`src/include/wb_backplane_macros.svh`:
```
// bus widths, slave count, i/o page window bases and memory boundary

`ifndef WB_BACKPLANE_MACROS_SVH
`define WB_BACKPLANE_MACROS_SVH

//*********************************************************************
// shared bus geometry
//*********************************************************************
`define WB_DW         16              // data word width
`define WB_AW         16              // byte address width
`define WB_NSLV       5               // ram + four i/o page devices

//*********************************************************************
// main memory, everything below the 160000 page
//*********************************************************************
`define RAM_TOP_W     3               // address bits 15..13
`define RAM_TOP_BITS  3'b111          // top 8 KB is the i/o page

//*********************************************************************
// i/o page windows, base plus count of matching upper bits
//*********************************************************************
// console uart, 177560..177566
`define UART_BASE     16'o177560
`define UART_NBITS    13              // 8 bytes
// printer, 177514..177516
`define LPT_BASE      16'o177514
`define LPT_NBITS     14              // 4 bytes
// rk11 disk controller registers, 177400..177416
`define RK_BASE       16'o177400
`define RK_NBITS      12              // 16 bytes
// my floppy controller, 172140..172142
`define MY_BASE       16'o172140
`define MY_NBITS      14              // 4 bytes

`endif

```
`src/wb_backplane_pkg.sv`:
```
// bus vector types, slave index enum and grant enum of the backplane

`include "wb_backplane_macros.svh"

package wb_backplane_pkg;

   //******************************************************************
   // bus vectors
   //******************************************************************
   typedef logic [`WB_AW-1:0]   wb_adr_t;   // byte address
   typedef logic [`WB_DW-1:0]   wb_dat_t;   // data word
   typedef logic [`WB_DW/8-1:0] wb_sel_t;   // byte lanes, [1] high byte

   // one bit per slave, indexed by slv_idx_e
   typedef logic [`WB_NSLV-1:0] slv_sel_t;

   //******************************************************************
   // slave positions
   //******************************************************************
   // order is fixed, the strobe and data vectors follow it
   typedef enum logic [2:0] {
      RAM  = 3'd0,   // main memory
      UART = 3'd1,   // console port
      LPT  = 3'd2,   // printer
      RK   = 3'd3,   // rk11 registers
      MY   = 3'd4    // my floppy registers
   } slv_idx_e;

   //******************************************************************
   // bus owner
   //******************************************************************
   typedef enum logic [1:0] {
      GNT_CPU = 2'd0,   // processor, default owner
      GNT_RK  = 2'd1,   // rk11 dma
      GNT_MY  = 2'd2    // my dma
   } grant_e;

endpackage

```
`src/wb_bus_if.sv`:
```
// shared wishbone bus between arbiter, address decoder and top level

`timescale 1ns/1ps

interface wb_bus_if;

   wb_backplane_pkg::wb_adr_t adr;    // byte address
   wb_backplane_pkg::wb_dat_t wdat;   // write data from the master
   logic                      cyc;    // bus cycle, whole transfer
   logic                      stb;    // data strobe
   logic                      we;     // 1 = write
   wb_backplane_pkg::wb_sel_t sel;    // byte lanes

   // granted master side, driven by the arbiter mux
   modport master (
      output adr,
      output wdat,
      output cyc,
      output stb,
      output we,
      output sel
   );

   // listeners, decoder and top-level outputs
   modport monitor (
      input adr,
      input wdat,
      input cyc,
      input stb,
      input we,
      input sel
   );

endinterface

```
`src/bus_master_arbiter.sv`:
```
// bus grant register with fixed dma priority and master-to-bus mux

`timescale 1ns/1ps

module bus_master_arbiter (
   input  logic                      wb_clk,
   input  logic                      rst_n_i,     // sync, active low

   // processor
   input  wb_backplane_pkg::wb_adr_t cpu_adr_i,
   input  wb_backplane_pkg::wb_dat_t cpu_dat_i,
   input  logic                      cpu_cyc_i,
   input  logic                      cpu_stb_i,
   input  logic                      cpu_we_i,
   input  wb_backplane_pkg::wb_sel_t cpu_sel_i,

   // rk11 dma, request doubles as cycle
   input  logic                      rk_req_i,
   input  wb_backplane_pkg::wb_adr_t rk_adr_i,
   input  wb_backplane_pkg::wb_dat_t rk_dat_i,
   input  logic                      rk_stb_i,
   input  logic                      rk_we_i,

   // my dma, same scheme
   input  logic                      my_req_i,
   input  wb_backplane_pkg::wb_adr_t my_adr_i,
   input  wb_backplane_pkg::wb_dat_t my_dat_i,
   input  logic                      my_stb_i,
   input  logic                      my_we_i,

   wb_bus_if.master                  bus,
   output wb_backplane_pkg::grant_e  grant_o
);

   wb_backplane_pkg::grant_e grant_q;     // current bus owner
   wb_backplane_pkg::grant_e grant_nxt;   // winner among requests

   //******************************************************************
   // fixed priority, rk over my over cpu
   //******************************************************************
   always_comb begin
      if (rk_req_i) begin
         grant_nxt = wb_backplane_pkg::GNT_RK;
      end else if (my_req_i) begin
         grant_nxt = wb_backplane_pkg::GNT_MY;
      end else begin
         grant_nxt = wb_backplane_pkg::GNT_CPU;   // nobody asks, cpu gets it back
      end
   end

   // owner switches only between cycles
   // a dma owner holds cyc through its request, so it keeps the bus
   always_ff @(posedge wb_clk) begin
      if (!rst_n_i) begin
         grant_q <= wb_backplane_pkg::GNT_CPU;
      end else if (!bus.cyc) begin
         grant_q <= grant_nxt;
      end
   end

   assign grant_o = grant_q;

   //******************************************************************
   // master switch onto the shared bus
   //******************************************************************
   always_comb begin
      case (grant_q)
         wb_backplane_pkg::GNT_RK: begin
            bus.adr  = rk_adr_i;
            bus.wdat = rk_dat_i;
            bus.cyc  = rk_req_i;   // request is the cycle
            bus.stb  = rk_stb_i;
            bus.we   = rk_we_i;
            bus.sel  = '1;         // dma moves whole words
         end
         wb_backplane_pkg::GNT_MY: begin
            bus.adr  = my_adr_i;
            bus.wdat = my_dat_i;
            bus.cyc  = my_req_i;
            bus.stb  = my_stb_i;
            bus.we   = my_we_i;
            bus.sel  = '1;
         end
         default: begin            // processor
            bus.adr  = cpu_adr_i;
            bus.wdat = cpu_dat_i;
            bus.cyc  = cpu_cyc_i;
            bus.stb  = cpu_stb_i;
            bus.we   = cpu_we_i;
            bus.sel  = cpu_sel_i;  // byte access allowed
         end
      endcase
   end

endmodule

```
`src/io_page_decoder.sv`:
```
// shared address to one-hot slave strobes for memory and i/o page devices

`timescale 1ns/1ps

`include "wb_backplane_macros.svh"

module io_page_decoder (
   wb_bus_if.monitor                  bus,
   output wb_backplane_pkg::slv_sel_t slv_sel_o
);

   logic bus_act;   // live transfer on the bus

   // window match, only the upper nbits are compared
   function automatic logic win_hit(
      input wb_backplane_pkg::wb_adr_t adr,
      input wb_backplane_pkg::wb_adr_t base,
      input int unsigned               nbits
   );
      return ((adr ^ base) >> (`WB_AW - nbits)) == '0;
   endfunction

   assign bus_act = bus.cyc & bus.stb;

   //******************************************************************
   // strobe generation
   //******************************************************************
   always_comb begin
      slv_sel_o = '0;   // no strobe outside a transfer
      if (bus_act) begin
         // memory covers 000000..157776
         slv_sel_o[wb_backplane_pkg::RAM] =
            bus.adr[`WB_AW-1 -: `RAM_TOP_W] != `RAM_TOP_BITS;

         // i/o page, all windows sit above 160000
         slv_sel_o[wb_backplane_pkg::UART] =
            win_hit(bus.adr, `UART_BASE, `UART_NBITS);   // 177560
         slv_sel_o[wb_backplane_pkg::LPT] =
            win_hit(bus.adr, `LPT_BASE, `LPT_NBITS);     // 177514
         slv_sel_o[wb_backplane_pkg::RK] =
            win_hit(bus.adr, `RK_BASE, `RK_NBITS);       // 177400
         slv_sel_o[wb_backplane_pkg::MY] =
            win_hit(bus.adr, `MY_BASE, `MY_NBITS);       // 172140
      end
   end

   // unmapped i/o page addresses leave every bit low, so no ack ever
   // comes back and the master hangs until its own bus timeout

endmodule

```
`src/response_merge.sv`:
```
// acknowledge merge with routing to the owner, plus read data mux

`timescale 1ns/1ps

`include "wb_backplane_macros.svh"

module response_merge (
   input  wb_backplane_pkg::grant_e   grant_i,
   input  wb_backplane_pkg::slv_sel_t slv_sel_i,
   input  logic [`WB_NSLV-1:0]        slv_ack_i,
   input  wb_backplane_pkg::wb_dat_t  slv_dat_i [`WB_NSLV],   // by slv_idx_e

   output wb_backplane_pkg::wb_dat_t  rdat_o,
   output logic                       cpu_ack_o,
   output logic                       rk_ack_o,
   output logic                       my_ack_o
);

   logic ack_any;   // some slave answered

   //******************************************************************
   // acknowledge path
   //******************************************************************
   // slaves only ack on their own strobe, plain or is enough
   assign ack_any = |slv_ack_i;

   // only the owner sees the ack, the others keep waiting
   assign cpu_ack_o = ack_any & (grant_i == wb_backplane_pkg::GNT_CPU);
   assign rk_ack_o  = ack_any & (grant_i == wb_backplane_pkg::GNT_RK);
   assign my_ack_o  = ack_any & (grant_i == wb_backplane_pkg::GNT_MY);

   //******************************************************************
   // read data
   //******************************************************************
   always_comb begin
      rdat_o = '0;                      // zero when nothing selected
      for (int i = 0; i < `WB_NSLV; i++) begin
         if (slv_sel_i[i]) begin
            rdat_o = rdat_o | slv_dat_i[i];   // one-hot, or acts as mux
         end
      end
   end

endmodule

```
`src/wb_backplane.sv`:
```
// backplane top level, arbiter, decoder and response merge on one wishbone bus

`timescale 1ns/1ps

`include "wb_backplane_macros.svh"

module wb_backplane (
   input  logic                      wb_clk,
   input  logic                      rst_n_i,

   // processor master
   input  wb_backplane_pkg::wb_adr_t cpu_adr_i,
   input  wb_backplane_pkg::wb_dat_t cpu_dat_i,
   input  logic                      cpu_cyc_i,
   input  logic                      cpu_stb_i,
   input  logic                      cpu_we_i,
   input  wb_backplane_pkg::wb_sel_t cpu_sel_i,

   // rk11 dma master
   input  logic                      rk_req_i,
   input  wb_backplane_pkg::wb_adr_t rk_adr_i,
   input  wb_backplane_pkg::wb_dat_t rk_wdat_i,    // write data from the dma
   input  logic                      rk_stb_i,
   input  logic                      rk_we_i,

   // my dma master
   input  logic                      my_req_i,
   input  wb_backplane_pkg::wb_adr_t my_adr_i,
   input  wb_backplane_pkg::wb_dat_t my_wdat_i,
   input  logic                      my_stb_i,
   input  logic                      my_we_i,

   // who owns the bus
   output logic                      cpu_gnt_o,
   output logic                      rk_gnt_o,
   output logic                      my_gnt_o,

   // back to the masters
   output logic                      cpu_ack_o,
   output logic                      rk_ack_o,
   output logic                      my_ack_o,
   output wb_backplane_pkg::wb_dat_t rdat_o,

   // shared bus towards the slaves
   output wb_backplane_pkg::wb_adr_t bus_adr_o,
   output wb_backplane_pkg::wb_dat_t bus_dat_o,
   output logic                      bus_we_o,
   output wb_backplane_pkg::wb_sel_t bus_sel_o,

   // slave strobes
   output logic                      ram_stb_o,
   output logic                      uart_stb_o,
   output logic                      lpt_stb_o,
   output logic                      rk_stb_o,
   output logic                      my_stb_o,

   // slave responses
   input  logic                      ram_ack_i,
   input  logic                      uart_ack_i,
   input  logic                      lpt_ack_i,
   input  logic                      rk_ack_i,
   input  logic                      my_ack_i,
   input  wb_backplane_pkg::wb_dat_t ram_dat_i,
   input  wb_backplane_pkg::wb_dat_t uart_dat_i,
   input  wb_backplane_pkg::wb_dat_t lpt_dat_i,
   input  wb_backplane_pkg::wb_dat_t rk_dat_i,     // rk11 register read data
   input  wb_backplane_pkg::wb_dat_t my_dat_i
);

   wb_backplane_pkg::grant_e   grant;                  // arbiter state
   wb_backplane_pkg::slv_sel_t slv_sel;                // one-hot strobes
   logic [`WB_NSLV-1:0]        slv_ack;                // acks by slave index
   wb_backplane_pkg::wb_dat_t  slv_dat [`WB_NSLV];     // read data by index

   wb_bus_if bus_if ();   // shared bus

   //******************************************************************
   // arbitration and master switch (stage 1)
   //******************************************************************
   bus_master_arbiter i_arbiter (
      .wb_clk    (wb_clk),
      .rst_n_i   (rst_n_i),
      .cpu_adr_i (cpu_adr_i),
      .cpu_dat_i (cpu_dat_i),
      .cpu_cyc_i (cpu_cyc_i),
      .cpu_stb_i (cpu_stb_i),
      .cpu_we_i  (cpu_we_i),
      .cpu_sel_i (cpu_sel_i),
      .rk_req_i  (rk_req_i),
      .rk_adr_i  (rk_adr_i),
      .rk_dat_i  (rk_wdat_i),
      .rk_stb_i  (rk_stb_i),
      .rk_we_i   (rk_we_i),
      .my_req_i  (my_req_i),
      .my_adr_i  (my_adr_i),
      .my_dat_i  (my_wdat_i),
      .my_stb_i  (my_stb_i),
      .my_we_i   (my_we_i),
      .bus       (bus_if.master),
      .grant_o   (grant)
   );

   // enum decoded for the masters
   assign cpu_gnt_o = (grant == wb_backplane_pkg::GNT_CPU);
   assign rk_gnt_o  = (grant == wb_backplane_pkg::GNT_RK);
   assign my_gnt_o  = (grant == wb_backplane_pkg::GNT_MY);

   // bus lines straight out to the slaves
   assign bus_adr_o = bus_if.adr;
   assign bus_dat_o = bus_if.wdat;
   assign bus_we_o  = bus_if.we;
   assign bus_sel_o = bus_if.sel;

   //******************************************************************
   // address decode (stage 2)
   //******************************************************************
   io_page_decoder i_decoder (
      .bus       (bus_if.monitor),
      .slv_sel_o (slv_sel)
   );

   assign ram_stb_o  = slv_sel[wb_backplane_pkg::RAM];
   assign uart_stb_o = slv_sel[wb_backplane_pkg::UART];
   assign lpt_stb_o  = slv_sel[wb_backplane_pkg::LPT];
   assign rk_stb_o   = slv_sel[wb_backplane_pkg::RK];
   assign my_stb_o   = slv_sel[wb_backplane_pkg::MY];

   //******************************************************************
   // response merge (stage 3)
   //******************************************************************
   // slave answers gathered in slave index order
   assign slv_ack[wb_backplane_pkg::RAM]  = ram_ack_i;
   assign slv_ack[wb_backplane_pkg::UART] = uart_ack_i;
   assign slv_ack[wb_backplane_pkg::LPT]  = lpt_ack_i;
   assign slv_ack[wb_backplane_pkg::RK]   = rk_ack_i;
   assign slv_ack[wb_backplane_pkg::MY]   = my_ack_i;

   assign slv_dat[wb_backplane_pkg::RAM]  = ram_dat_i;
   assign slv_dat[wb_backplane_pkg::UART] = uart_dat_i;
   assign slv_dat[wb_backplane_pkg::LPT]  = lpt_dat_i;
   assign slv_dat[wb_backplane_pkg::RK]   = rk_dat_i;
   assign slv_dat[wb_backplane_pkg::MY]   = my_dat_i;

   response_merge i_merge (
      .grant_i   (grant),
      .slv_sel_i (slv_sel),
      .slv_ack_i (slv_ack),
      .slv_dat_i (slv_dat),
      .rdat_o    (rdat_o),
      .cpu_ack_o (cpu_ack_o),
      .rk_ack_o  (rk_ack_o),
      .my_ack_o  (my_ack_o)
   );

endmodule

```
`config.mk`:
```
export PLATFORM = sky130hd
export DESIGN_NAME = wb_backplane
export DESIGN_NICKNAME = d
export VERILOG_FILES = /design/src/wb_backplane_pkg.sv /design/src/wb_bus_if.sv /design/src/bus_master_arbiter.sv /design/src/io_page_decoder.sv /design/src/response_merge.sv /design/src/wb_backplane.sv
export VERILOG_INCLUDE_DIRS = /design/src /design/src/include
export SDC_FILE = /design/constraint.sdc
export NUM_CORES = 1
export LEC_CHECK = 0
export BUFFER_PORTS_ARGS = -buffer_cell sky130_fd_sc_hd__buf_2
export CAP_MARGIN = 25
export CELL_PAD_IN_SITES_DETAIL_PLACEMENT = 1
export CELL_PAD_IN_SITES_GLOBAL_PLACEMENT = 2
export CORE_ASPECT_RATIO = 1.25
export CORE_UTILIZATION = 12
export CTS_CLUSTER_DIAMETER = 40
export DETAILED_ROUTE_END_ITERATION = 16
export GPL_TIMING_DRIVEN = 0
export HOLD_SLACK_MARGIN = 0.15
export PLACE_DENSITY = 0.83
export SYNTH_ARGS = -nofsm -noshare
export SYNTH_HDL_FRONTEND = slang
export SYNTH_SLANG_ARGS = --single-unit
```
`constraint.sdc`:
```
create_clock -name wb_clk -period 5.2 [get_ports wb_clk]
set_input_delay 0.52 -clock wb_clk [delete_from_list [all_inputs] [get_ports wb_clk]]
set_output_delay 0.52 -clock wb_clk [all_outputs]
set_load 0.03 [all_outputs]
```
[After elaboration in Yosys (flattened, before gate mapping)]
Cells that the tools add are included.
Storage, ports and cells
  flip-flop bits (word level): 2
  bits of input ports: 194
  output and inout port bits: 62
  logic and storage cells: 37
Operators by class
  equality and inequality tests: 3
  mux-type cells: 14
  bitwise operators: 12
  reduce and logical (&&, ||, !) cells: 7
Operators by type and width (number)
  $mux 16: 5
  $logic_not 16->1: 4
  $or 16x16->16: 4
  $pmux 16 s2: 2
  $not 11->11: 2
  $not 8->8: 1
  $not 7->7: 1
  $mux 2: 3
  $pmux 1 s2: 3
  $mux 5: 1
  $reduce_or 5->1: 1
  $and 1x1->1: 4
  $ne 3x3->1 const B: 1
  $eq 2x1->1 const B: 1
  $eq 2x2->1 const B: 1
  $logic_not 2->1: 1
  $reduce_or 2->1: 1

[Logic depth before layout (Yosys ltp)]
Gate-level depths: netlist of the first run.
  depth after elaboration: 14
  depth in mapped cells: 12
  mapped depth without buffers: 9

[Hierarchy]
A second synthesis of the first run with hierarchy kept.
Second synthesis, totals
  cell total of the unflattened synthesis: 222
  area total of the unflattened synthesis: 1390.1 um2
By module, submodules not included
  bus_master_arbiter: instances 1, cells an instance 140, area an instance 808.3 um2, seq. area each 40.0 um2
  response_merge: instances 1, cells an instance 62, area an instance 427.9 um2, seq. area each 0.0 um2
  io_page_decoder: instances 1, cells an instance 17, area an instance 135.1 um2, seq. area each 0.0 um2
  wb_backplane: instances 1, cells an instance 3, area an instance 18.8 um2, seq. area each 0.0 um2

[Least setup slack after synthesis of the first run]
No wires, ideal clock.
  path kind: reg2out
  from: reg i_arbiter.grant_q[1] (netlist: i_arbiter.grant_o[1])
  to: out rdat_o[6]
  data arrival time: 3077 ps
  data required time: 4680 ps
  slack: 1603 ps
  cell stages (with the launch flop): 12
  buffers on the path: 3
  cells stage by stage: dfxtp_1 -> inv_1 -> ha_1 -> buf_4 -> buf_4 -> a22oi_1 -> a21oi_1 -> nand3_1 -> nor4_4 -> buf_2 -> nand2_1 -> o211ai_1
On the way
  elaborated cells between the ends (all ways): 25
  classes of those cells: 3 x eq/ne; 9 x mux; 9 x bitwise; 4 x reduce/logical
RTL lines
  start: declaration: line bus_master_arbiter.sv:35  | wb_backplane_pkg::grant_e grant_q;
  start signal: assignment: line bus_master_arbiter.sv:55  | grant_q <= wb_backplane_pkg::GNT_CPU;
  start signal: assignment: line bus_master_arbiter.sv:57  | grant_q <= grant_nxt;
  $eq 2x1->1 *
  named net rk_gnt_o: line wb_backplane.sv:35  | output logic rk_gnt_o,
  $pmux 16 s2 *: line bus_master_arbiter.sv:67  | case (grant_q)
  named net bus_adr_o[5]: line wb_backplane.sv:45  | output wb_backplane_pkg::wb_adr_t bus_adr_o,
  $not 11->11 (no line) *
  $logic_not 16->1 *: line io_page_decoder.sv:20  | return ((adr ^ base) >> (`WB_AW - nbits)) == '0;
  $mux 5 *: line io_page_decoder.sv:30  | if (bus_act) begin
  named net uart_stb_o: line wb_backplane.sv:52  | output logic uart_stb_o,
  $mux 16 *: line response_merge.sv:38  | if (slv_sel_i[i]) begin
  $or 16x16->16: line response_merge.sv:39  | rdat_o = rdat_o | slv_dat_i[i];
  $mux 16 *: line response_merge.sv:38
  $or 16x16->16: line response_merge.sv:39
  $mux 16 *: line response_merge.sv:38
  $or 16x16->16: line response_merge.sv:39
  $mux 16 *: line response_merge.sv:38
  end: declaration: line wb_backplane.sv:42  | output wb_backplane_pkg::wb_dat_t rdat_o,
The timed path passes the listed nets; every way through them passes the cells marked *.

[Final worst setup path of the first run]
  from: reg i_arbiter.grant_q[0] (netlist: i_arbiter.grant_o[0])
  to: out rdat_o[6]
On the way
  cells in the longest elaborated chain, start to end: 13
  elaborated cells between the ends (all ways): 25
  classes of those cells: 3 x eq/ne; 9 x mux; 9 x bitwise; 4 x reduce/logical
Ends and longest elaborated chain (line)
  $eq 2x2->1 / $eq 2x1->1 (equally long branches): bus_master_arbiter.sv:67
  $pmux 16 s2 / $pmux 1 s2 (equally long branches): bus_master_arbiter.sv:67
  $ne 3x3->1 (no line) / $and 1x1->1 (equally long branches)
  $mux 5 *: io_page_decoder.sv:30
  $mux 16: response_merge.sv:38
  $or 16x16->16: response_merge.sv:39
  $mux 16: response_merge.sv:38
  $or 16x16->16: response_merge.sv:39
  $mux 16: response_merge.sv:38
  $or 16x16->16: response_merge.sv:39
  $mux 16: response_merge.sv:38
  $or 16x16->16: response_merge.sv:39
  $mux 16 *: response_merge.sv:38
Mark *: on every way between the ends. The rest lies on a longest branch, timed or not.

==> results of run 1 <==
## where the power goes
| part | switching [uW] | internal (uW) |
|---|---|---|
| logic | 409 | 204 |
| clock network | 18.4 | 97.9 |
| registers | 1.10 | 17.0 |
| total | 429 | 318 |
## worst max-delay path, stage by stage, from the launching register on
cell and delay (ns):
dfxtp_1 0.35, inv_1 0.08, ha_1 0.28, buf_2 0.17, buf_2 0.32, a21oi_1 0.20
or4_4 0.46, nor4_4 0.65, buf_6 0.24, a22oi_1 0.07, o211ai_1 0.11, buf_2 0.23
## metal layers
metal  part of all wire  global-route usage  vias up
met5                  0                   0        -
met2               0.53               0.293      164
met3              0.064              0.0198       17
met1               0.38               0.165     1446
met4              0.024              0.0448        0
li1                   -                   -     1464
## metrics by stage
| stage | setup WS (ns) | total power [uW] |
|---|---|---|
| floorplan | 1.60 | 404 |
| global placement | 1.22 | 623 |
| detailed placement | 1.47 | 634 |
| CTS | 1.23 | 754 |
| global route | 0.987 | 794 |
| finish | 1.28 | 747 |
## synthesized netlist by cell type, drive strengths merged
master,number
a21o,1
a21oi,48
a22o,2
a22oi,49
a31oi,1
and2,1
and3,16
buf,14
clkbuf,12
dfxtp,2
ha,3
inv,5
mux2i,4
nand2,18
nand2b,1
nand3,1
nand4,3
nand4b,2
nor2,36
nor2b,5
nor4,2
o211ai,16
or2,2
or4,3
## kinds of logic (layout without fill, tap and decap cells)
| logic type | after synthesis | in the layout | share of synthesized area |
|---|---|---|---|
| compound gates | 117 | 117 | 0.514 |
| fa+ha+maj | 3 | 3 | 0.0232 |
| buf+inv | 31 | 290 | 0.101 |
| flops | 2 | 2 | 0.0248 |
| mux | 4 | 4 | 0.0325 |
| simple gates | 90 | 90 | 0.304 |
## layout make-up
type                       count  area [um2]  share of cell area
buffer                        26         145              0.0455
clock buffer                   3        75.1              0.0235
inverter                       5        18.8             0.00589
multi-input combinational    214        1410               0.443
sequential                     2        40.0              0.0126
tap                          171         214              0.0671
timing repair buffer         256        1280               0.403
## how the worst max path moves through the flow
stage                      endpoint  slack [ns]  cells past startpoint
after floorplan           rdat_o[6]        1.60                     11
after global placement    rdat_o[9]        1.22                     12
after detailed placement  rdat_o[5]        1.47                     11
after CTS                 rdat_o[6]        1.23                     12
after global routing      rdat_o[6]        0.99                     12
final                     rdat_o[6]        1.28                     11
## cells in the final DEF (no fill, tap or decap), types with 2 or more instances in the layout
master,instances
mux2i_1,3
and3_1,16
nor2_1,36
buf_6,4
nand2_1,18
inv_1,5
o211ai_2,8
or4_1,2
nor2b_1,5
clkbuf_1,12
buf_2,260
buf_1,2
dfxtp_1,2
o211ai_1,8
nor4_4,2
or2_2,2
a22oi_1,48
a21oi_2,7
ha_1,3
a21oi_1,41
buf_4,4
a22o_1,2
clkbuf_16,3
nand4b_1,2
==> out/results.ini, run 1 <==
[run_status]
status = finished, final reports clean

[timing]
final-hold-violation-count = 0
timing.hold.ws_ns = 0.531
layout_min_cycle_time_ns = 3.92
relSlewSlack = 0.518
maxSlewViolCount = 0
tightest_slew_ns = 0.721
rsz0062_at_grt = false
tns_ns = 0
max_freq_ghz = 0.255
min_period_over_period = 0.753
finalSetupViolCount = 0
skew_ns = 0.000378

[finish]
largest_register_ffs = 2
areaGrowthSynthToFinish_pct = 97.4
utilization = 0.242
final-instance-count-excl-fill = 677
num_antenna_cells = 0
final_area_mm2 = 0.00319
layout-drive-gt1-share = 0.583
fillerInstances = 1731
nets = 705

[clocking]
cts_buffers = 3
tritoncts = yes
cts_resized = 0
clk_latency_ns = 0.22
cts_buffer_depth = 2
clk_pin_slew_ns = 0.03
htreeDepth = 1
cts_hold_buf = 0
postCtsSetupRepairBufs = 0
cts-root-buf = clkbuf_16
clock-sinks = 2

[worst_hold_path]
hold_path_end = i_arbiter.grant_o[0]
min_path_cells = 2
hold_class = input port to flop
hp-start = rst_n_i

[drt]
drt-wirelength-per-cell_um = 16.2
wirelength_um = 11000
drc_errors = 0
drtIter0Drc = 122
dr_total_vias = 3091
postRouteAntennaNets = 0
dr.pass1.iters = 4
via_per_inst = 4.57

[critical_path]
r2r_cells = 7
cp_max_fo = 10
crit_start = i_arbiter.grant_o[0]
cp-start-kind = flop
rrSetupSlack_ns = 3.32
r2r_start = i_arbiter.grant_o[0]
critPathArrivalTime_ns = 3.40
endpoint_kind = output pin
critical_path_class = flop to output pin
r2r_end = i_arbiter.grant_o[1]
critPathRequiredTime_ns = 4.68

[global_route]
grt_overflow = 0
grt_start_max_net_pins = 11
antenna_found_initial = 0
grt_pass1_wl_um = 16800
grtUsageTotal = 0.150
grt_pass1_vias = 3327

[pwr]
ir_worst_vdd_mv = 0.107
powerDensity_mw_per_mm2 = 234
leakage_uw = 0.00169

[yosys]
synth_area_per_cell_um2 = 6.54
synth.distinct_cells = 34
synthTopCellsByArea = a22oi_1 (22%), a21oi_1 (13%), nor2_1 (8.4%), and3_1 (6.2%), o211ai_2 (6.2%)
yosysTopAreaCellShare = 0.223
synth_cells = 247
ys_warn_count = 0
yosysTopAreaCell = a22oi_1
synth_area_mm2 = 0.00162
syn_nets = 444
yosysSeqAreaShare = 0.0248
synth_seq_cells = 2

[place]
dp_hpwl_um = 9380
gp_congestion = 0.866
numPortBuffers = 255
place_inst = 674
dpl_cell_area_mm2 = 0.00311

[die]
start_util = 0.123
ios = 256
fp.dieW_um = 106
core_area_mm2 = 0.0132
die_h_um = 132
die_area_mm2 = 0.0139
row_count = 47

[flow_run]
maxCapViolCount = 0

(Power assumes the default switching activity.)
==> run 2, diff against run 1 <==
- CORE_UTILIZATION: 12 -> 10
- PLACE_DENSITY: 0.83 -> 0.73
- clock period: 5.2 -> 3.1 ns (I/O delays scaled with it)
==> run 2 against run 1 <==
  * Die area up 20%
  * Sequential share of layout area down 0.14 points
  * Clock power up 67%
  * Sequential cell count unchanged
  * Non-clock buffer count up 34
  * Worst setup slack worse by 1.3 ns
  * Cell area up 26%
  * Register-to-register slack worse by 1.9 ns
  * Via count up 4.5%
==> out/results.ini, run 2 (same netlist as run 1, synthesis figures left out) <==
[finish]
utilization = 0.256  ; was 0.242
final_common_cell = buf_2  ; unchanged
final-instance-count-excl-fill = 753  ; was 677
nets = 739  ; was 705
layout-drive-gt1-share = 0.676  ; was 0.583
areaGrowthSynthToFinish_pct = 149  ; was 97.4%
largest_register_ffs = 2  ; unchanged
final_area_mm2 = 0.00402  ; was 0.00319 mm2
mostFrequentLayoutCells = buf_2 (240), a22oi_1 (42), a21oi_1 (34), buf_4 (34), nor2_1 (31)  ; was buf_2 (260), a22oi_1 (48), a21oi_1 (41)

[drt]
drtIter0Drc = 111  ; was 122
postRouteAntennaNets = 0  ; unchanged
wl_met2_um = 7820  ; was 5860 um
wirelength_um = 13900  ; was 11000 um
via_per_inst = 4.29  ; was 4.57
dr_total_vias = 3231  ; was 3091
met1Wirelength_um = 4460  ; was 4130 um
drc_errors = 0  ; unchanged
dr.pass1.iters = 4  ; unchanged
drt-wirelength-per-cell_um = 18.5  ; was 16.2 um
topRoutingLayerUsed = met5  ; was met4
wl_met3_um = 1470  ; was 703 um

[place]
dp_hpwl_um = 11500  ; was 9380 um
place_ws_ns = -0.834  ; was 1.47 ns
numPortBuffers = 255  ; unchanged
dpl_cell_area_mm2 = 0.00326  ; was 0.00311 mm2
gp_congestion = 0.764  ; was 0.866
place_inst = 715  ; was 674

[clocking]
cts_buffer_depth = 2  ; unchanged
cts_buffers = 3  ; unchanged
clk_pin_slew_ns = 0.03  ; about the same
clk_latency_ns = 0.22  ; about the same
cts-root-buf = clkbuf_16  ; unchanged
clock-sinks = 2  ; unchanged
tritoncts = yes  ; unchanged
htreeDepth = 1  ; unchanged

[die]
start_util = 0.103  ; was 0.123
ios = 256  ; unchanged
core_area_mm2 = 0.0157  ; was 0.0132 mm2
fp.dieW_um = 116  ; was 106 um
die_h_um = 144  ; was 132 um
die_area_mm2 = 0.0167  ; was 0.0139 mm2
row_count = 51  ; was 47

[critical_path]
crit_path_top_delay_cell = or4_4  ; was nor4_4
path_cells = inv_4 -> ha_4 -> buf_12 -> a22o_4 -> mux2i_4 -> nand4_4 -> or4_4 -> buf_12 -> clkbuf_16 -> o211ai_2 -> buf_6  ; was inv_1 -> ha_1 -> buf_2 -> buf_2 -> a21oi_1 -> or4_4 -> nor4_4 -> buf_6 -> a22oi_1 -> o211ai_1 -> buf_2
slowest_delay_ns = 0.55  ; was 0.65 ns
critPathRequiredTime_ns = 2.79  ; was 4.68 ns
critical_path_class = flop to output pin  ; unchanged
path_common_cell = buf_12  ; was buf_2
endpoint_kind = output pin  ; unchanged
cp_max_fo = 6  ; was 10
critPathArrivalTime_ns = 2.76  ; was 3.40 ns
cp-start-kind = flop  ; unchanged
rrSetupSlack_ns = 1.41  ; was 3.32 ns

[timing]
min_period_over_period = 0.990
rsz0062_at_grt = true  ; was false
max_freq_ghz = 0.326
relSlewSlack = 0.676  ; was 0.518
final-hold-violation-count = 0  ; unchanged
maxSlewViolCount = 0  ; unchanged
tightest_slew_ns = 0.486  ; was 0.721 ns
skew_ns = 0.000361  ; was 0.000378 ns
tns_ns = 0  ; unchanged
finalSetupViolCount = 0  ; unchanged
layout_min_cycle_time_ns = 3.07
setup_ws_ns = 0.0298  ; was 1.28 ns

[pwr]
leakage_uw = 0.00198  ; was 0.00169 uW
powerDensity_mw_per_mm2 = 375  ; was 234 mW/mm2
ir_worst_vdd_mv = 0.194  ; was 0.107 mV

[run_status]
status = finished, final reports clean  ; unchanged

[worst_hold_path]
hold_class = input port to flop  ; unchanged

[global_route]
grt_pass1_wl_um = 18700  ; was 16800 um
grt_pass1_vias = 3408  ; was 3327
antenna_found_initial = 2  ; was 0
grt_overflow = 0  ; unchanged
grt_start_max_net_pins = 11  ; unchanged
grtUsageTotal = 0.152  ; was 0.150

[flow_run]
maxCapViolCount = 0  ; unchanged

run 2: cell types whose count changed in the layout (fill, tap and decap cells not counted), sizes merged:
cell and delta:
buf +32, clkbuf +2, diode +1
run 2: critical path: cells and delay by family, from the launching register on:
family | cells | cell delay [ns]
AOI/OAI and AO/OA | 2 | 0.40
buffers and inverters | 5 | 0.67
and+or+nand+nor | 2 | 0.70
DFF | 1 | 0.36
muxes | 1 | 0.21
adders and majority gates | 1 | 0.18
run 2: path summary, 6_finish.rpt:
| kind | startpoint | end | cells past startpoint |
|---|---|---|---|
| worst max register to register | i_arbiter.grant_o[1] | i_arbiter.grant_o[1] | 8 |
| worst min-delay path | rst_n_i | i_arbiter.grant_o[1] | 2 |
| worst max-delay path | i_arbiter.grant_o[0] | rdat_o[10] | 11 |
| worst min register to register | i_arbiter.grant_o[0] | i_arbiter.grant_o[0] | 2 |
run 2: metrics by stage:
stage	hold slack, ns	power, uW
4_1_cts	0.320	1440
3_3_place_gp	0.531	1110
5_1_grt	0.325	1600
2_1_floorplan	0.432	719
3_5_place_dp	0.545	1120
6_report	0.316	1510
run 2: per-layer routing:
metal  global-route usage  up-vias
li1                     -     1534
met1                0.133     1465
met2                0.334      218
met4               0.0209        2
met3               0.0402       12
met5                    0        -
run 2: layout make-up:
| type | count | area (um2) |
|---|---|---|
| Antenna cell | 1 | 2.50 |
| Sequential cell | 2 | 45.0 |
| Multi-Input combinational cell | 214 | 1650 |
| Clock buffer | 3 | 75.1 |
| Tap cell | 212 | 265 |
| Inverter | 5 | 21.3 |
| Buffer | 22 | 223 |
| Timing Repair Buffer | 294 | 1740 |
| Fill cell | 1978 | 11700 |
run 2: timing repair:
item,CTS,global route
endpoints found under the setup margin,22,18
pin swaps,13,20
hold buffers,0,0
setup buffers,16,19
cloned,2,2
resized for setup,69,26
hold endpoints to repair,0,0
run 2: power by group:
| part | total [uW] | switching, uW | internal [uW] |
|---|---|---|---|
| logic | 1280 | 775 | 507 |
| registers | 32.8 | 3.83 | 29.0 |
| clock network | 194 | 30.3 | 164 |
| total | 1510 | 809 | 700 |
==> run 3, diff against run 2 <==
- PLACE_DENSITY: 0.73 -> 0.84
- SYNTH_HIERARCHICAL: unset -> 1
==> run 3 against run 2 <==
  * Total power shrank 20%
  * Sequential cell count is the same
  * Synthesized cell count shrank 10%
==> out/results.ini, run 3 <==
[place]
dp_hpwl_um = 9470  ; was 11500 um
gp_congestion = 0.784  ; was 0.764
place_ws_ns = -0.377  ; was -0.834 ns
dpl_cell_area_mm2 = 0.00310  ; was 0.00326 mm2
numPortBuffers = 255  ; unchanged

[yosys]
synth.most_common_cell = nand2_1  ; was a22oi_1
synth.distinct_cells = 33  ; was 34
ys_warn_count = 6  ; was 0
synth_flop_cell = dfxtp_1  ; unchanged
yosys-top-cells-count = nand2_1 (52), a22oi_1 (50), o21ai_0 (36), a222oi_1 (16), buf_2 (10)  ; was a22oi_1 (48), a21oi_1 (41), nor2_1 (36), nand2_1 (18), and3_1 (16)
yosysTopAreaCellShare = 0.270  ; was 0.223
syn_nets = 418  ; was 444
synth_area_mm2 = 0.00139  ; was 0.00162 mm2
synth_area_per_cell_um2 = 6.26  ; was 6.54 um2
yosysTopAreaCell = a22oi_1  ; unchanged
yosysSeqAreaShare = 0.0288  ; was 0.0248
synthTopCellsByArea = a22oi_1 (27%), nand2_1 (14%), o21ai_0 (13%), a222oi_1 (12%), buf_2 (3.6%)  ; was a22oi_1 (22%), a21oi_1 (13%), nor2_1 (8.4%), and3_1 (6.2%), o211ai_2 (6.2%)
synth-edff-count = 0  ; unchanged
synth_cells = 222  ; was 247
synth_seq_cells = 2  ; unchanged
async_flop_share = 0  ; unchanged

[finish]
areaGrowthSynthToFinish_pct = 179  ; was 149%
layout-drive-gt1-share = 0.740  ; was 0.676
final_area_mm2 = 0.00388  ; was 0.00402 mm2
num_antenna_cells = 0  ; was 1
utilization = 0.289  ; was 0.256
nets = 710  ; was 739
mostFrequentLayoutCells = buf_2 (242), nand2_1 (37), a22oi_1 (33)  ; was buf_2 (240), a22oi_1 (42), a21oi_1 (34), buf_4 (34), nor2_1 (31)
final_common_cell = buf_2  ; unchanged
largest_register_ffs = 2  ; unchanged
fillerInstances = 1690  ; was 1978

[clocking]
clock-sinks = 2  ; unchanged
htreeDepth = 1  ; unchanged
clk_latency_ns = 0.23  ; was 0.22 ns
cts-root-buf = clkbuf_16  ; unchanged
tritoncts = yes  ; unchanged
clk_pin_slew_ns = 0.03  ; about the same
cts_hold_buf = 0  ; unchanged
cts_buffer_depth = 2  ; unchanged
cts_buffers = 3  ; unchanged

[timing]
timing.hold.ws_ns = 0.384  ; was 0.316 ns
tns_ns = 0  ; unchanged
max_freq_ghz = 0.327  ; was 0.326 GHz
setup_ws_ns = 0.0445  ; was 0.0298 ns
relSlewSlack = 0.590  ; was 0.676
finalSetupViolCount = 0  ; unchanged
tightest_slew_ns = 0.612  ; was 0.486 ns
final-hold-violation-count = 0  ; unchanged
layout_min_cycle_time_ns = 3.06  ; was 3.07 ns
rsz0062_at_grt = true  ; unchanged
min_period_over_period = 0.986  ; was 0.990
skew_ns = 0.000975  ; was 0.000361 ns
maxSlewViolCount = 0  ; unchanged

[die]
ios = 256  ; unchanged
die_area_mm2 = 0.0144  ; was 0.0167 mm2
fp.dieW_um = 107  ; was 116 um
start_util = 0.104  ; was 0.103
core_area_mm2 = 0.0134  ; was 0.0157 mm2
row_count = 47  ; was 51
die_h_um = 134  ; was 144 um

[critical_path]
path_cells = inv_2 -> ha_4 -> buf_8 -> buf_8 -> a22oi_2 -> o21ai_4 -> and3_4 -> nand3_2 -> and4b_2 -> buf_6 -> a222oi_1 -> nand2_2 -> buf_6  ; was inv_4 -> ha_4 -> buf_12 -> a22o_4 -> mux2i_4 -> nand4_4 -> or4_4 -> buf_12 -> clkbuf_16 -> o211ai_2 -> buf_6
crit_path_top_delay_cell = a222oi_1  ; was or4_4
critPathRequiredTime_ns = 2.79  ; about the same
endpoint_kind = output pin  ; unchanged
cp-start-kind = flop  ; unchanged
cp_max_fo = 6  ; unchanged
critical_path_class = flop to output pin  ; unchanged
critPathArrivalTime_ns = 2.75  ; was 2.76 ns
slowest_delay_ns = 0.48  ; was 0.55 ns

[worst_hold_path]
hold_class = input port to flop  ; unchanged

[pwr]
ir_worst_vdd_mv = 0.239  ; was 0.194 mV
powerDensity_mw_per_mm2 = 312  ; was 375 mW/mm2
leakage_uw = 0.00198  ; about the same

[drt]
dr.pass1.iters = 5  ; was 4
postRouteAntennaNets = 0  ; unchanged
drtIter0Drc = 147  ; was 111
via_per_inst = 4.58  ; was 4.29
dr_total_vias = 3130  ; was 3231
drt-wirelength-per-cell_um = 17.4  ; was 18.5 um
drc_errors = 0  ; unchanged
wirelength_um = 11900  ; was 13900 um

[run_status]
status = finished, final reports clean  ; unchanged

[global_route]
grt_pass1_vias = 3316  ; was 3408
grt_start_max_net_pins = 11  ; unchanged
grt_pass1_wl_um = 16700  ; was 18700 um
grt_overflow = 0  ; unchanged
antenna_found_initial = 1  ; was 2
grtUsageTotal = 0.150  ; was 0.152

[flow_run]
maxCapViolCount = 0  ; unchanged

run 3: cell count changes in the layout (fill, tap and decap cells not counted), sizes merged, moves of 16 or more:
cell	change
nand2	+34
nor2	-32
a222oi	+16
o21ai	+36
o211ai	-16
a21oi	-44
run 3: worst paths after layout:
path | start | end | slack (ns) | depth (start not counted)
worst min register to register | i_arbiter/grant_o[1] | i_arbiter/grant_o[1] | 0.55 | 2
worst max-delay path | i_arbiter/grant_o[1] | rdat_o[14] | 0.04 | 13
worst max register to register | i_arbiter/grant_o[0] | i_arbiter/grant_o[0] | 1.55 | 7
worst min-delay path | rst_n_i | i_arbiter/grant_o[0] | 0.38 | 3
run 3: through the flow:
stage          total power, uW  instances
2_1_floorplan              525        222
3_3_place_gp               816        648
3_5_place_dp               830        648
4_1_cts                   1130        668
5_1_grt                   1290        683
6_report                  1210        683
run 3: cell type report:
| class | instances | area (um2) | area share |
|---|---|---|---|
| repair buffers | 288 | 1690 | 0.435 |
| multi-input cells | 192 | 1560 | 0.403 |
| plain buffers | 22 | 272 | 0.0700 |
| well taps | 171 | 214 | 0.0552 |
| clock buffers | 3 | 75.1 | 0.0194 |
| flip-flops and latches | 2 | 47.5 | 0.0123 |
| inverters | 5 | 21.3 | 0.00549 |
run 3: critical path, delay by kind of cell (launching register included):
family | cells | cell delay [ns]
compound gates | 3 | 0.74
fa+ha+maj | 1 | 0.16
buf+inv | 5 | 0.61
flops | 1 | 0.37
simple gates | 4 | 0.63
run 3: cells by family after synthesis:
group                      synth area share
adders and majority gates            0.0180
DFF                                  0.0288
and+or+nand+nor                       0.292
AOI/OAI and AO/OA                     0.554
buffers and inverters                 0.108
run 3: report_power, final:
part           internal (uW)  switching [uW]  leakage (uW)
combinational            409             566       0.00192
sequential              28.3            4.56     0.0000178
clock                    165            38.7     0.0000370
total                    603             609       0.00198
run 3: routing by layer:
metal | GRT usage | part of all wire | vias to the layer above
li1 | - | - | 1457
met3 | 0.0287 | 0.092 | 21
met2 | 0.316 | 0.56 | 215
met4 | 0.0540 | 0.029 | 0
met1 | 0.136 | 0.32 | 1437
met5 | 0 | 0 | -
run 3: repair_timing:
item,4_1_cts,5_1_grt
gates resized for setup,59,61
setup buffers,15,13
gates cloned,2,3
endpoints found under the setup margin,18,16
pin swaps,13,17
